$ cat config.mk
export PLATFORM = sky130hd
export DESIGN_NAME = bpu_top
export DESIGN_NICKNAME = d
export VERILOG_FILES = /design/src/bpu_cfg_pkg.sv /design/src/bpu_types_pkg.sv /design/src/bpu_top.sv /design/src/bpu_predictor.sv /design/src/bpu_tag_cam.sv /design/src/bpu_flush_fsm.sv /design/src/bpu_lfsr_victim.sv
export SDC_FILE = /design/constraint.sdc
export NUM_CORES = 2
export LEC_CHECK = 0
export BUFFER_PORTS_ARGS = -buffer_cell sky130_fd_sc_hd__buf_4
export CORE_MARGIN = 2
export CORE_UTILIZATION = 45
export CTS_CLUSTER_SIZE = 28
export DETAILED_ROUTE_END_ITERATION = 8
export PLACE_DENSITY = 0.61
export SYNTH_ARGS = -nofsm -noshare
export SYNTH_HDL_FRONTEND = slang
export SYNTH_SLANG_ARGS = --single-unit
$ cat constraint.sdc
create_clock -name clk -period 8.5 [get_ports clk]
set_clock_uncertainty 0.05 [all_clocks]
set_input_delay 0.425 -clock clk [delete_from_list [all_inputs] [get_ports clk]]
set_output_delay 0.425 -clock clk [all_outputs]
set_load 0.02 [all_outputs]
$ cat src/bpu_cfg_pkg.sv
`default_nettype none

package bpu_cfg_pkg;

  // table geometry
  localparam int BHT_NUM   = 16;
  localparam int BHT_IDX_W = $clog2(BHT_NUM);

  // pc and branch target width
  localparam int PC_W = 32;

  // 2-bit saturating counter states
  // msb of the counter is the taken prediction
  localparam logic [1:0] CTR_SNT = 2'b00;
  localparam logic [1:0] CTR_WNT = 2'b01;
  localparam logic [1:0] CTR_WT  = 2'b10;
  localparam logic [1:0] CTR_ST  = 2'b11;

  // replacement lfsr
  localparam int LFSR_W = 8;

  // must never be zero
  localparam logic [LFSR_W-1:0] LFSR_SEED = 8'hA5;

  // galois taps for x^8 + x^6 + x^5 + x^4 + 1, maximal length
  localparam logic [LFSR_W-1:0] LFSR_TAPS = 8'hB8;

endpackage

`default_nettype wire
$ cat src/bpu_types_pkg.sv
`default_nettype none

package bpu_types_pkg;

  import bpu_cfg_pkg::*;

  // saturating direction counter
  typedef logic [1:0] bht_ctr_t;

  // table entry index
  typedef logic [BHT_IDX_W-1:0] bht_idx_t;

  // fetch side request
  typedef struct packed {
    logic [PC_W-1:0] pc;
    logic            is_branch;
  } bpu_lookup_t;

  // fetch side answer
  typedef struct packed {
    logic            hit;
    logic            taken;
    logic [PC_W-1:0] target;
  } bpu_predict_t;

  // execute side report of a resolved instruction
  typedef struct packed {
    logic            valid;
    logic            is_branch;
    logic [PC_W-1:0] pc;
    logic            taken;
    logic [PC_W-1:0] target;
  } bpu_update_t;

  // one table slot, the full pc serves as tag
  typedef struct packed {
    logic            valid;
    logic [PC_W-1:0] tag;
    bht_ctr_t        ctr;
    logic [PC_W-1:0] target;
  } bht_entry_t;

endpackage

`default_nettype wire

$ cat src/bpu_top.sv
`timescale 1ns/10ps
`default_nettype none

module bpu_top
  import bpu_types_pkg::*;
(
  input  wire logic        clk,
  input  wire logic        rst,
  input  wire logic        flush_i,
  input  wire bpu_lookup_t lookup_i,
  input  wire bpu_update_t update_i,
  output bpu_predict_t     predict_o,
  output logic             busy_o
);

  logic     clr;
  bht_idx_t clr_idx;

  // table invalidate sequencer
  bpu_flush_fsm u_flush_fsm (
    .clk       (clk),
    .rst       (rst),
    .flush_i   (flush_i),
    .busy_o    (busy_o),
    .clr_o     (clr),
    .clr_idx_o (clr_idx)
  );

  // lookup, training and the table itself
  bpu_predictor u_predictor (
    .clk       (clk),
    .rst       (rst),
    .lookup_i  (lookup_i),
    .update_i  (update_i),
    .busy_i    (busy_o),
    .clr_i     (clr),
    .clr_idx_i (clr_idx),
    .predict_o (predict_o)
  );

endmodule

`default_nettype wire

$ cat src/bpu_predictor.sv
`timescale 1ns/10ps
`default_nettype none

module bpu_predictor
  import bpu_cfg_pkg::*;
  import bpu_types_pkg::*;
(
  input  wire logic        clk,
  input  wire logic        rst,
  input  wire bpu_lookup_t lookup_i,
  input  wire bpu_update_t update_i,
  input  wire logic        busy_i,
  input  wire logic        clr_i,
  input  wire bht_idx_t    clr_idx_i,
  output bpu_predict_t     predict_o
);

  logic            cam_lkp_hit;
  bht_entry_t      cam_lkp_entry;
  logic            cam_upd_hit;
  bht_ctr_t        cam_upd_ctr;
  logic [PC_W-1:0] cam_upd_target;
  logic            lkp_hit;
  logic            upd_accept;
  bht_ctr_t        ctr_next;
  bht_entry_t      wdata;

  bpu_tag_cam u_tag_cam (
    .clk             (clk),
    .rst             (rst),
    .lookup_pc_i     (lookup_i.pc),
    .lookup_hit_o    (cam_lkp_hit),
    .lookup_entry_o  (cam_lkp_entry),
    .update_pc_i     (update_i.pc),
    .update_hit_o    (cam_upd_hit),
    .update_ctr_o    (cam_upd_ctr),
    .update_target_o (cam_upd_target),
    .we_i            (upd_accept),
    .wdata_i         (wdata),
    .clr_i           (clr_i),
    .clr_idx_i       (clr_idx_i)
  );

  // fetch side, nothing hits while the sweep runs
  assign lkp_hit = lookup_i.is_branch && cam_lkp_hit && !busy_i;

  always_comb begin
    predict_o.hit    = lkp_hit;
    predict_o.taken  = lkp_hit && cam_lkp_entry.ctr[1];
    predict_o.target = lkp_hit ? cam_lkp_entry.target : '0;
  end

  // updates during a sweep are simply lost
  assign upd_accept = update_i.valid && update_i.is_branch && !busy_i;

  // saturating counter step, fresh entries start weak
  always_comb begin
    if (!cam_upd_hit) begin
      ctr_next = update_i.taken ? CTR_WT : CTR_WNT;
    end else if (update_i.taken) begin
      ctr_next = (cam_upd_ctr == CTR_ST) ? CTR_ST : cam_upd_ctr + 1'b1;
    end else begin
      ctr_next = (cam_upd_ctr == CTR_SNT) ? CTR_SNT : cam_upd_ctr - 1'b1;
    end
  end

  // not-taken hit keeps the known target
  always_comb begin
    wdata.valid  = 1'b1;
    wdata.tag    = update_i.pc;
    wdata.ctr    = ctr_next;
    wdata.target = (cam_upd_hit && !update_i.taken) ? cam_upd_target : update_i.target;
  end

endmodule

`default_nettype wire

$ cat src/bpu_tag_cam.sv
`timescale 1ns/10ps
`default_nettype none

module bpu_tag_cam
  import bpu_cfg_pkg::*;
  import bpu_types_pkg::*;
(
  input  wire logic            clk,
  input  wire logic            rst,
  // fetch side match
  input  wire logic [PC_W-1:0] lookup_pc_i,
  output logic                 lookup_hit_o,
  output bht_entry_t           lookup_entry_o,
  // execute side match
  input  wire logic [PC_W-1:0] update_pc_i,
  output logic                 update_hit_o,
  output bht_ctr_t             update_ctr_o,
  output logic [PC_W-1:0]      update_target_o,
  // entry write
  input  wire logic            we_i,
  input  wire bht_entry_t      wdata_i,
  // sweep invalidate
  input  wire logic            clr_i,
  input  wire bht_idx_t        clr_idx_i
);

  bht_entry_t         bht_q [BHT_NUM];
  logic [BHT_NUM-1:0] lkp_match;
  logic [BHT_NUM-1:0] upd_match;
  logic [BHT_NUM-1:0] entry_free;
  bht_idx_t           lkp_idx;
  bht_idx_t           upd_idx;
  bht_idx_t           free_idx;
  logic               has_free;
  bht_idx_t           victim_idx;
  bht_idx_t           wr_idx;

  bpu_lfsr_victim u_lfsr_victim (
    .clk      (clk),
    .rst      (rst),
    .victim_o (victim_idx)
  );

  // compare both pcs against every tag at once
  always_comb begin
    for (int i = 0; i < BHT_NUM; i++) begin
      lkp_match[i]  = bht_q[i].valid && (bht_q[i].tag == lookup_pc_i);
      upd_match[i]  = bht_q[i].valid && (bht_q[i].tag == update_pc_i);
      entry_free[i] = !bht_q[i].valid;
    end
  end

  // encoders walk down so the lowest free slot wins
  always_comb begin
    lkp_idx  = '0;
    upd_idx  = '0;
    free_idx = '0;
    has_free = 1'b0;
    for (int i = BHT_NUM - 1; i >= 0; i--) begin
      if (lkp_match[i]) begin
        lkp_idx = bht_idx_t'(i);
      end
      if (upd_match[i]) begin
        upd_idx = bht_idx_t'(i);
      end
      if (entry_free[i]) begin
        free_idx = bht_idx_t'(i);
        has_free = 1'b1;
      end
    end
  end

  assign lookup_hit_o   = |lkp_match;
  assign lookup_entry_o = bht_q[lkp_idx];

  assign update_hit_o    = |upd_match;
  assign update_ctr_o    = bht_q[upd_idx].ctr;
  assign update_target_o = bht_q[upd_idx].target;

  // matching slot first, then lowest free, then lfsr victim
  always_comb begin
    if (update_hit_o) begin
      wr_idx = upd_idx;
    end else if (has_free) begin
      wr_idx = free_idx;
    end else begin
      wr_idx = victim_idx;
    end
  end

  // sweep clear wins over a write to the same slot
  always_ff @(posedge clk) begin
    if (rst) begin
      for (int i = 0; i < BHT_NUM; i++) begin
        bht_q[i].valid <= 1'b0;
      end
    end else begin
      if (we_i) begin
        bht_q[wr_idx] <= wdata_i;
      end
      if (clr_i) begin
        bht_q[clr_idx_i].valid <= 1'b0;
      end
    end
  end

  // allocation never creates a second copy of a pc
  a_single_match: assert property (
    @(posedge clk) disable iff (rst)
    $onehot0(lkp_match) && $onehot0(upd_match)
  ) else $error("pc matches more than one table entry");

endmodule

`default_nettype wire

$ cat src/bpu_flush_fsm.sv
`timescale 1ns/10ps
`default_nettype none

module bpu_flush_fsm
  import bpu_cfg_pkg::*;
  import bpu_types_pkg::*;
(
  input  wire logic clk,
  input  wire logic rst,
  input  wire logic flush_i,
  output logic      busy_o,
  output logic      clr_o,
  output bht_idx_t  clr_idx_o
);

  typedef enum logic {
    IDLE,
    SWEEP
  } state_t;

  state_t   state_q;
  state_t   state_d;
  bht_idx_t cnt_q;
  bht_idx_t cnt_d;

  always_comb begin
    state_d = state_q;
    cnt_d   = cnt_q;
    case (state_q)
      IDLE: begin
        // new sweep always starts from entry 0
        if (flush_i) begin
          state_d = SWEEP;
          cnt_d   = '0;
        end
      end
      SWEEP: begin
        // flush_i has no effect here
        cnt_d = cnt_q + 1'b1;
        if (cnt_q == bht_idx_t'(BHT_NUM - 1)) begin
          state_d = IDLE;
        end
      end
      default: begin
        state_d = IDLE;
      end
    endcase
  end

  // reset itself kicks off a full sweep
  always_ff @(posedge clk) begin
    if (rst) begin
      state_q <= SWEEP;
      cnt_q   <= '0;
    end else begin
      state_q <= state_d;
      cnt_q   <= cnt_d;
    end
  end

  assign busy_o    = (state_q == SWEEP);
  assign clr_o     = (state_q == SWEEP);
  assign clr_idx_o = cnt_q;

  // a flush from idle clears entry 0 first
  a_sweep_from_zero: assert property (
    @(posedge clk) disable iff (rst)
    (!busy_o && flush_i) |=> busy_o && clr_idx_o == '0
  ) else $error("flush from idle did not start the sweep at entry 0");

  // flush during a sweep must not rewind the index
  a_flush_no_restart: assert property (
    @(posedge clk) disable iff (rst)
    (busy_o && flush_i && clr_idx_o != bht_idx_t'(BHT_NUM - 1))
      |=> busy_o && clr_idx_o == bht_idx_t'($past(clr_idx_o) + 1'b1)
  ) else $error("flush while busy restarted the sweep");

endmodule

`default_nettype wire

$ cat src/bpu_lfsr_victim.sv
`timescale 1ns/10ps
`default_nettype none

module bpu_lfsr_victim
  import bpu_cfg_pkg::*;
  import bpu_types_pkg::*;
(
  input  wire logic clk,
  input  wire logic rst,
  output bht_idx_t  victim_o
);

  logic [LFSR_W-1:0] lfsr_q;
  logic [LFSR_W-1:0] lfsr_d;

  // galois step: shift right, fold taps in when a one drops out
  always_comb begin
    lfsr_d = {1'b0, lfsr_q[LFSR_W-1:1]};
    if (lfsr_q[0]) begin
      lfsr_d = lfsr_d ^ LFSR_TAPS;
    end
  end

  // free running, also while nothing is allocated
  always_ff @(posedge clk) begin
    if (rst) begin
      lfsr_q <= LFSR_SEED;
    end else begin
      lfsr_q <= lfsr_d;
    end
  end

  // low bits pick the replacement slot
  assign victim_o = lfsr_q[BHT_IDX_W-1:0];

  // all-zero is the lock-up state of this lfsr
  a_lfsr_nonzero: assert property (
    @(posedge clk) disable iff (rst)
    lfsr_q != '0
  ) else $error("victim lfsr locked up in the zero state");

endmodule

`default_nettype wire

# [Yosys cells after proc, flatten, opt, wreduce, memory -nomap -nowiden]
# Memories as Yosys holds them, arrays and structs flattened.
# Index checks and enable logic that the tools add are counted.
[word_totals] reg_bits=13 mem_bits_rw=1072 out_inout_bits=35 wordCells=182 mem_count=1
[memory_table] memory="u_predictor.u_tag_cam.bht_q" words=16 word_bits=67 read_ports=18 rd_ports_with_merged_regs=0 write_ports=16 line="bpu_tag_cam.sv:27" text="bht_entry_t bht_q [BHT_NUM];"
[classes] addsub=3 eq_ne=35 n_mux=93 bitwise=2 reduce_logical=45
[op_table] op="32-bit == test" n=32
[op_table] op="4-bit 2-to-1 mux" n=53
[op_table] op="67-bit 2-to-1 mux" n=2
[op_table] op="67-bit OR reduction" n=2
[op_table] op="32-bit 2-to-1 mux" n=2
[op_table] op="1-bit logical AND" n=38
[op_table] op="16-bit OR reduction" n=2
[op_table] op="1-bit 2-to-1 mux" n=26
[op_table] op="2-bit 2-to-1 mux" n=7
[op_table] op="8-bit 2-to-1 mux" n=1
[op_table] op="4-bit case mux with 2 select lines" n=1
[op_table] op="4-bit by 1-bit adder with 4-bit output, second input constant" n=1
[op_table] op="4-bit == test, second input constant" n=1
[op_table] op="3-bit NOT with 4-bit output" n=1
[op_table] op="2-bit by 1-bit adder with 2-bit output, second input constant" n=1
[op_table] op="2-bit == test, second input constant" n=1
[op_table] op="1-bit zero test" n=2
[op_table] op="2-bit zero test" n=1
[op_table] op="2-bit inequality test, second input constant" n=1
[op_table] op="1-bit case mux with 2 select lines" n=1
[op_table] op="2-bit by 1-bit subtractor with 2-bit output, second input constant" n=1
[op_table] op="1-bit NOT" n=1

# [Logic depth before layout (Yosys ltp)]
# An unclocked memory read counts as a cell.
[logic_depth] word_depth=26 depth_mapped=19

# [Hierarchy]
# Synthesis repeated with hierarchy kept, for this count alone.
[hier_totals] hier_cells=5562 hier_area_um2=65417.7
[by_module_without_submodules] mod="bpu_tag_cam" instances=1 cells_each=5427 area_per_inst_um2=64087.7 seq_area_each_um2=32030.7
[by_module_without_submodules] mod="bpu_predictor" instances=1 cells_each=87 area_per_inst_um2=839.6 seq_area_each_um2=0.0
[by_module_without_submodules] mod="bpu_lfsr_victim" instances=1 cells_each=23 area_per_inst_um2=261.5 seq_area_each_um2=160.2
[by_module_without_submodules] mod="bpu_flush_fsm" instances=1 cells_each=25 area_per_inst_um2=229.0 seq_area_each_um2=100.1

# [Least setup slack after synthesis]
# OpenSTA, ideal clock, no wires.
[synth_path] path_kind="input to register" from="input update_i[51] (netlist bit)" to="memory u_predictor.u_tag_cam.bht_q[0][0] (netlist bit) (enable)" arrival_time_ns=6.095 required_ns=7.959 slack_ns=1.865 cell_stages=16 n_path_buf=3 cell_sequence="buf_2 -> xnor2_1 -> nand2_1 -> or4_1 -> or4_1 -> nand2_1 -> o21bai_1 -> a311oi_1 -> o311a_1 -> buf_6 -> buf_2 -> a211oi_1 -> a21oi_2 -> inv_1 -> nand2_1 -> nor2_1"
[synth_lines] element="start, declared" line="bpu_top.sv:11" text="input wire bpu_update_t update_i,"
[synth_lines] element="end, declared" line="bpu_tag_cam.sv:27"

==> flow_summary_export.csv <==
group,metric,value,unit
pwr,total_leakage_power,21.7,nW
route,drc,0,
placed_design,finalWeightedCongestion,0.954,
sta,timing_hold_violations_final,0,
route,ant_nets,0,
sta,portion_of_the_clock_cycle_consumed_by_the_worst_path_in_the_final_layout,78.5,%
worst_setup_path,critPathMostFrequentCell,"sky130_fd_sc_hd__buf_4",
finish,final_design_area_no_fill,65100,um2
synth,syn_area_per_cell,12.3,um2
route,vias_per_cell,6.45,
clocking,cts.clk_slew.worst_paths,0.07,ns
synth,yosys.cell_types.count,84,
synth,ys.warnings.count,0,
pwr,portion_of_total_power_attributed_to_the_clock_network,44.0,%
synth,synth.net_count,4824,
synth,synth_seq_cells,1085,
flow_run,cap_viol_max_count,0,
worst_setup_path,buf_inv_on_cp,3,
finish,num-nets-final,4848,
finish,most-common-layout-cells,"sky130_fd_sc_hd__edfxtp_1, sky130_fd_sc_hd__xor2_1, sky130_fd_sc_hd__xnor2_1, sky130_fd_sc_hd__mux2i_1, sky130_fd_sc_hd__nand2_1",
sta,layout_min_cycle_time,6.67,ns
global_route,grt_pass1_wl,309,mm
route,wl_per_cell,34.3,um
synth,synth.yosys.seq_area_share,55.7,%
route,drt-total-wl,226,mm
global_route,first_global_vias,40500,
clocking,ctsResizeCount,0,
pwr,irDropWorstVdd,0.187,mV
pwr,cellInternalPower,0.00913,W
pwr,power_frac_comb,7.0,%
global_route,grt_overflow_total,0,
pwr,p_switching,0.00292,W
sta,timing_max_transition_violations_final,0,
synth,number_of_flops_mapped_to_enable_cells_by_yosys,1072,
placed_design,hpwlAfterDp,128,mm
sta,peak_clock_frequency_supported_by_timing,150,MHz
finish,post_route_cells_drive_above_1_share,11.9,%
worst_setup_path,crit_path_end_kind,"output port",
synth,dominantRegCellSynth,"sky130_fd_sc_hd__edfxtp_1",
global_route,antenna_found_initial,15,
clocking,ctsRootBufferMaster,"sky130_fd_sc_hd__clkbuf_16",
synth,async_flop_share,0,%
worst_setup_path,slowest_cell_on_the_critical_path,"sky130_fd_sc_hd__buf_4",
synth,netlist_area,58200,um2
worst_setup_path,critPathMaxFanout,47,
route,detailroute.via_count,42400,
finish,layout_commonest_cell,"sky130_fd_sc_hd__edfxtp_1",
placed_design,placed_cell_area,61100,um2
sta,finalSetupViolations,0,
floorplan,floorplan.initialDensity,45.5,%
synth,synth_cells,4720,
min_path,worst_hold_path_class,"primary input to register",
worst_setup_path,max_stage_delay,0.88,ns
worst_setup_path,cp_top_family,"simple AND/OR/NAND/NOR gates",
floorplan,row_count,131,
placed_design,numPortBuffers,137,
clocking,cts_sinks,1085,
sta,worstMarginPinSlew,1.35,ns
floorplan,core_region_area,128000,um2
sta,slew-limit-headroom,9.51,%
route,pre_antenna_drt_iters,6,
floorplan,die_y,364,um
sta,totalNegativeSetupSlack,0,ns
route,drt-initial-drc-count,6233,
finish,multi_input_area,24500,um2
worst_setup_path,worst_ep_required_time,8.03,ns
status,status,"finished, final reports clean",
pwr,sw_frac_of_total,24.2,%
global_route,grt_start_max_net_pins,166,
worst_setup_path,worst_ep_arrival_time,6.20,ns
clocking,cts_buffers,118,
finish,fillCellCount,11000,
clocking,worstSkewPairLatency,0.78,ns
floorplan,die-area,132000,um2
worst_setup_path,startpoint_type,"register",
clocking,clock_tree.htree_level_count,3,
worst_setup_path,cp_cell_sequence,"xnor2_1 -> nand4_1 -> nor4_1 -> nand4_1 -> or4_1 -> a21boi_0 -> o21ai_1 -> nand2_1 -> a41oi_4 -> buf_4 -> buf_4 -> mux2i_1 -> nor2_1 -> o21ai_0 -> o221ai_1 -> buf_4",
floorplan,die_x,364,um
pwr,seqPwrFrac,49.0,%
global_route,grt_util_all_layers,33.5,%
clocking,clock_path_buffers,3,
sta,rsz0062_at_grt,"false",
pwr,power.density_cell_area,185,nW/um2
finish,syn_to_final_growth,11.8,%
finish,register_area,32500,um2
floorplan,top_level_ports,138,
clocking,cts_tree,"built",
worst_setup_path,timing_worst_setup_path_type,"register to output port",
[registers in the layout (all words and copies together), names as in the netlist]
register and count:
u_predictor.u_tag_cam.bht_q 1072, u_flush_fsm.busy_o 1, u_predictor.u_tag_cam.u_lfsr_victim.lfsr_q 8, u_flush_fsm.clr_idx_o 4
[layer usage]
| layer | track usage (%) | vias up | wire, um |
|---|---|---|---|
| li1 | - | 17600 | - |
| met1 | 45.7 | 21400 | 89700 |
| met2 | 50.3 | 2801 | 97900 |
| met3 | 8.56 | 623 | 26500 |
| met4 | 14.9 | 6 | 11500 |
| met5 | 0.545 | - | 133 |
[synthesized netlist by cell type, types with 71 or more instances]
cell type                     n  share of area [%]
sky130_fd_sc_hd__nor2b_1    113                1.2
sky130_fd_sc_hd__nand2_1    328                2.1
sky130_fd_sc_hd__nand4_1    180                1.9
sky130_fd_sc_hd__edfxtp_1  1072                 55
sky130_fd_sc_hd__nor2_1     222                1.4
sky130_fd_sc_hd__buf_2      145                1.2
sky130_fd_sc_hd__mux2i_1    391                6.7
sky130_fd_sc_hd__nor4_1     187                2.0
sky130_fd_sc_hd__a21oi_1    107               0.92
sky130_fd_sc_hd__clkbuf_1    95               0.61
sky130_fd_sc_hd__nand3_1    120                1.0
sky130_fd_sc_hd__mux2_2      98                1.9
sky130_fd_sc_hd__xnor2_1    491                7.4
sky130_fd_sc_hd__o21ai_0     71               0.61
sky130_fd_sc_hd__xor2_1     521                7.8
[path summary, 6_finish.rpt]
| kind | from | endpoint | slack (ns) | cells past startpoint |
|---|---|---|---|---|
| min reg2reg | u_predictor.u_tag_cam.u_lfsr_victim.lfsr_q[7] | u_predictor.u_tag_cam.u_lfsr_victim.lfsr_q[6] | 0.39 | 1 |
| max reg2reg | u_predictor.u_tag_cam.bht_q[5][60] | u_predictor.u_tag_cam.bht_q[12][7] | 2.38 | 16 |
| max | u_predictor.u_tag_cam.bht_q[11][43] | predict_o[32] | 1.83 | 16 |
| min | update_i[20] | u_predictor.u_tag_cam.bht_q[7][20] | 0.31 | 3 |
[layout make-up]
class                   instances  share of cell area (%)
multi-input cells            3297                    37.7
clock buffers                 140                    4.71
clock inverters                78                    1.39
diodes                          8                  0.0308
repair buffers                212                    2.86
flip-flops and latches       1085                    49.9
inverters                      30                   0.173
well taps                    1729                    3.32
[worst register-to-register path, cell delays in order (launching register included)]
cell                       delay, ns
sky130_fd_sc_hd__edfxtp_1       0.45
sky130_fd_sc_hd__xor2_1         0.21
sky130_fd_sc_hd__nor4_1         0.37
sky130_fd_sc_hd__nand4_1        0.13
sky130_fd_sc_hd__nor3_1         0.87
sky130_fd_sc_hd__nand2b_1       0.23
sky130_fd_sc_hd__or3b_1         0.13
sky130_fd_sc_hd__a21oi_1        0.07
sky130_fd_sc_hd__nor3_4         1.03
sky130_fd_sc_hd__buf_4          0.56
sky130_fd_sc_hd__buf_4          0.29
sky130_fd_sc_hd__mux2i_1        0.08
sky130_fd_sc_hd__nand2_1        0.06
sky130_fd_sc_hd__o21ai_0        0.08
sky130_fd_sc_hd__o211ai_1       0.19
sky130_fd_sc_hd__nand3_1        0.10
sky130_fd_sc_hd__a21oi_1        0.85
[timing repair]
action / in CTS / in global routing
setup buffers: 0 / 0
hold buffers: 3 / 0
hold endpoints to repair: 5 / 0
[cell families (layout without fill, tap and decap cells)]
kind of cell / count (synthesis) / count (layout) / share of synthesized area [%]
simple gates: 1307 / 1307 / 11.6
flops: 1085 / 1085 / 55.7
xor+xnor: 1014 / 1014 / 15.3
mux: 489 / 489 / 8.62
compound gates: 486 / 486 / 5.83
buf+inv: 338 / 460 / 2.92
fa+ha+maj: 1 / 1 / 0.0215
other cells: 0 / 8 / 0
[power groups by stage]
stage	registers [W]	clock network (W)	logic [W]
after floorplan	0.00600	0	0.000422
after global placement	0.00601	0	0.000800
after detailed placement	0.00601	0	0.000795
after CTS	0.00590	0.00534	0.000800
after global routing	0.00590	0.00554	0.000845
final	0.00590	0.00531	0.000846
[through the flow]
| stage | utilization (%) | setup WS (ns) | std cells | hold WS [ns] | total power, W |
|---|---|---|---|---|---|
| after floorplan | - | 1.86 | 4720 | 0.361 | 0.00642 |
| after global routing | 50.8 | 1.68 | 6572 | 0.292 | 0.0123 |
| after CTS | 50.8 | 1.86 | 6571 | 0.253 | 0.0120 |
| final | 50.8 | 1.83 | 6579 | 0.308 | 0.0121 |
| after detailed placement | 47.7 | 2.05 | 6350 | 0.384 | 0.00681 |
| after global placement | 47.7 | 2.15 | 6350 | 0.369 | 0.00681 |
Power figures use the tool's default switching activity.
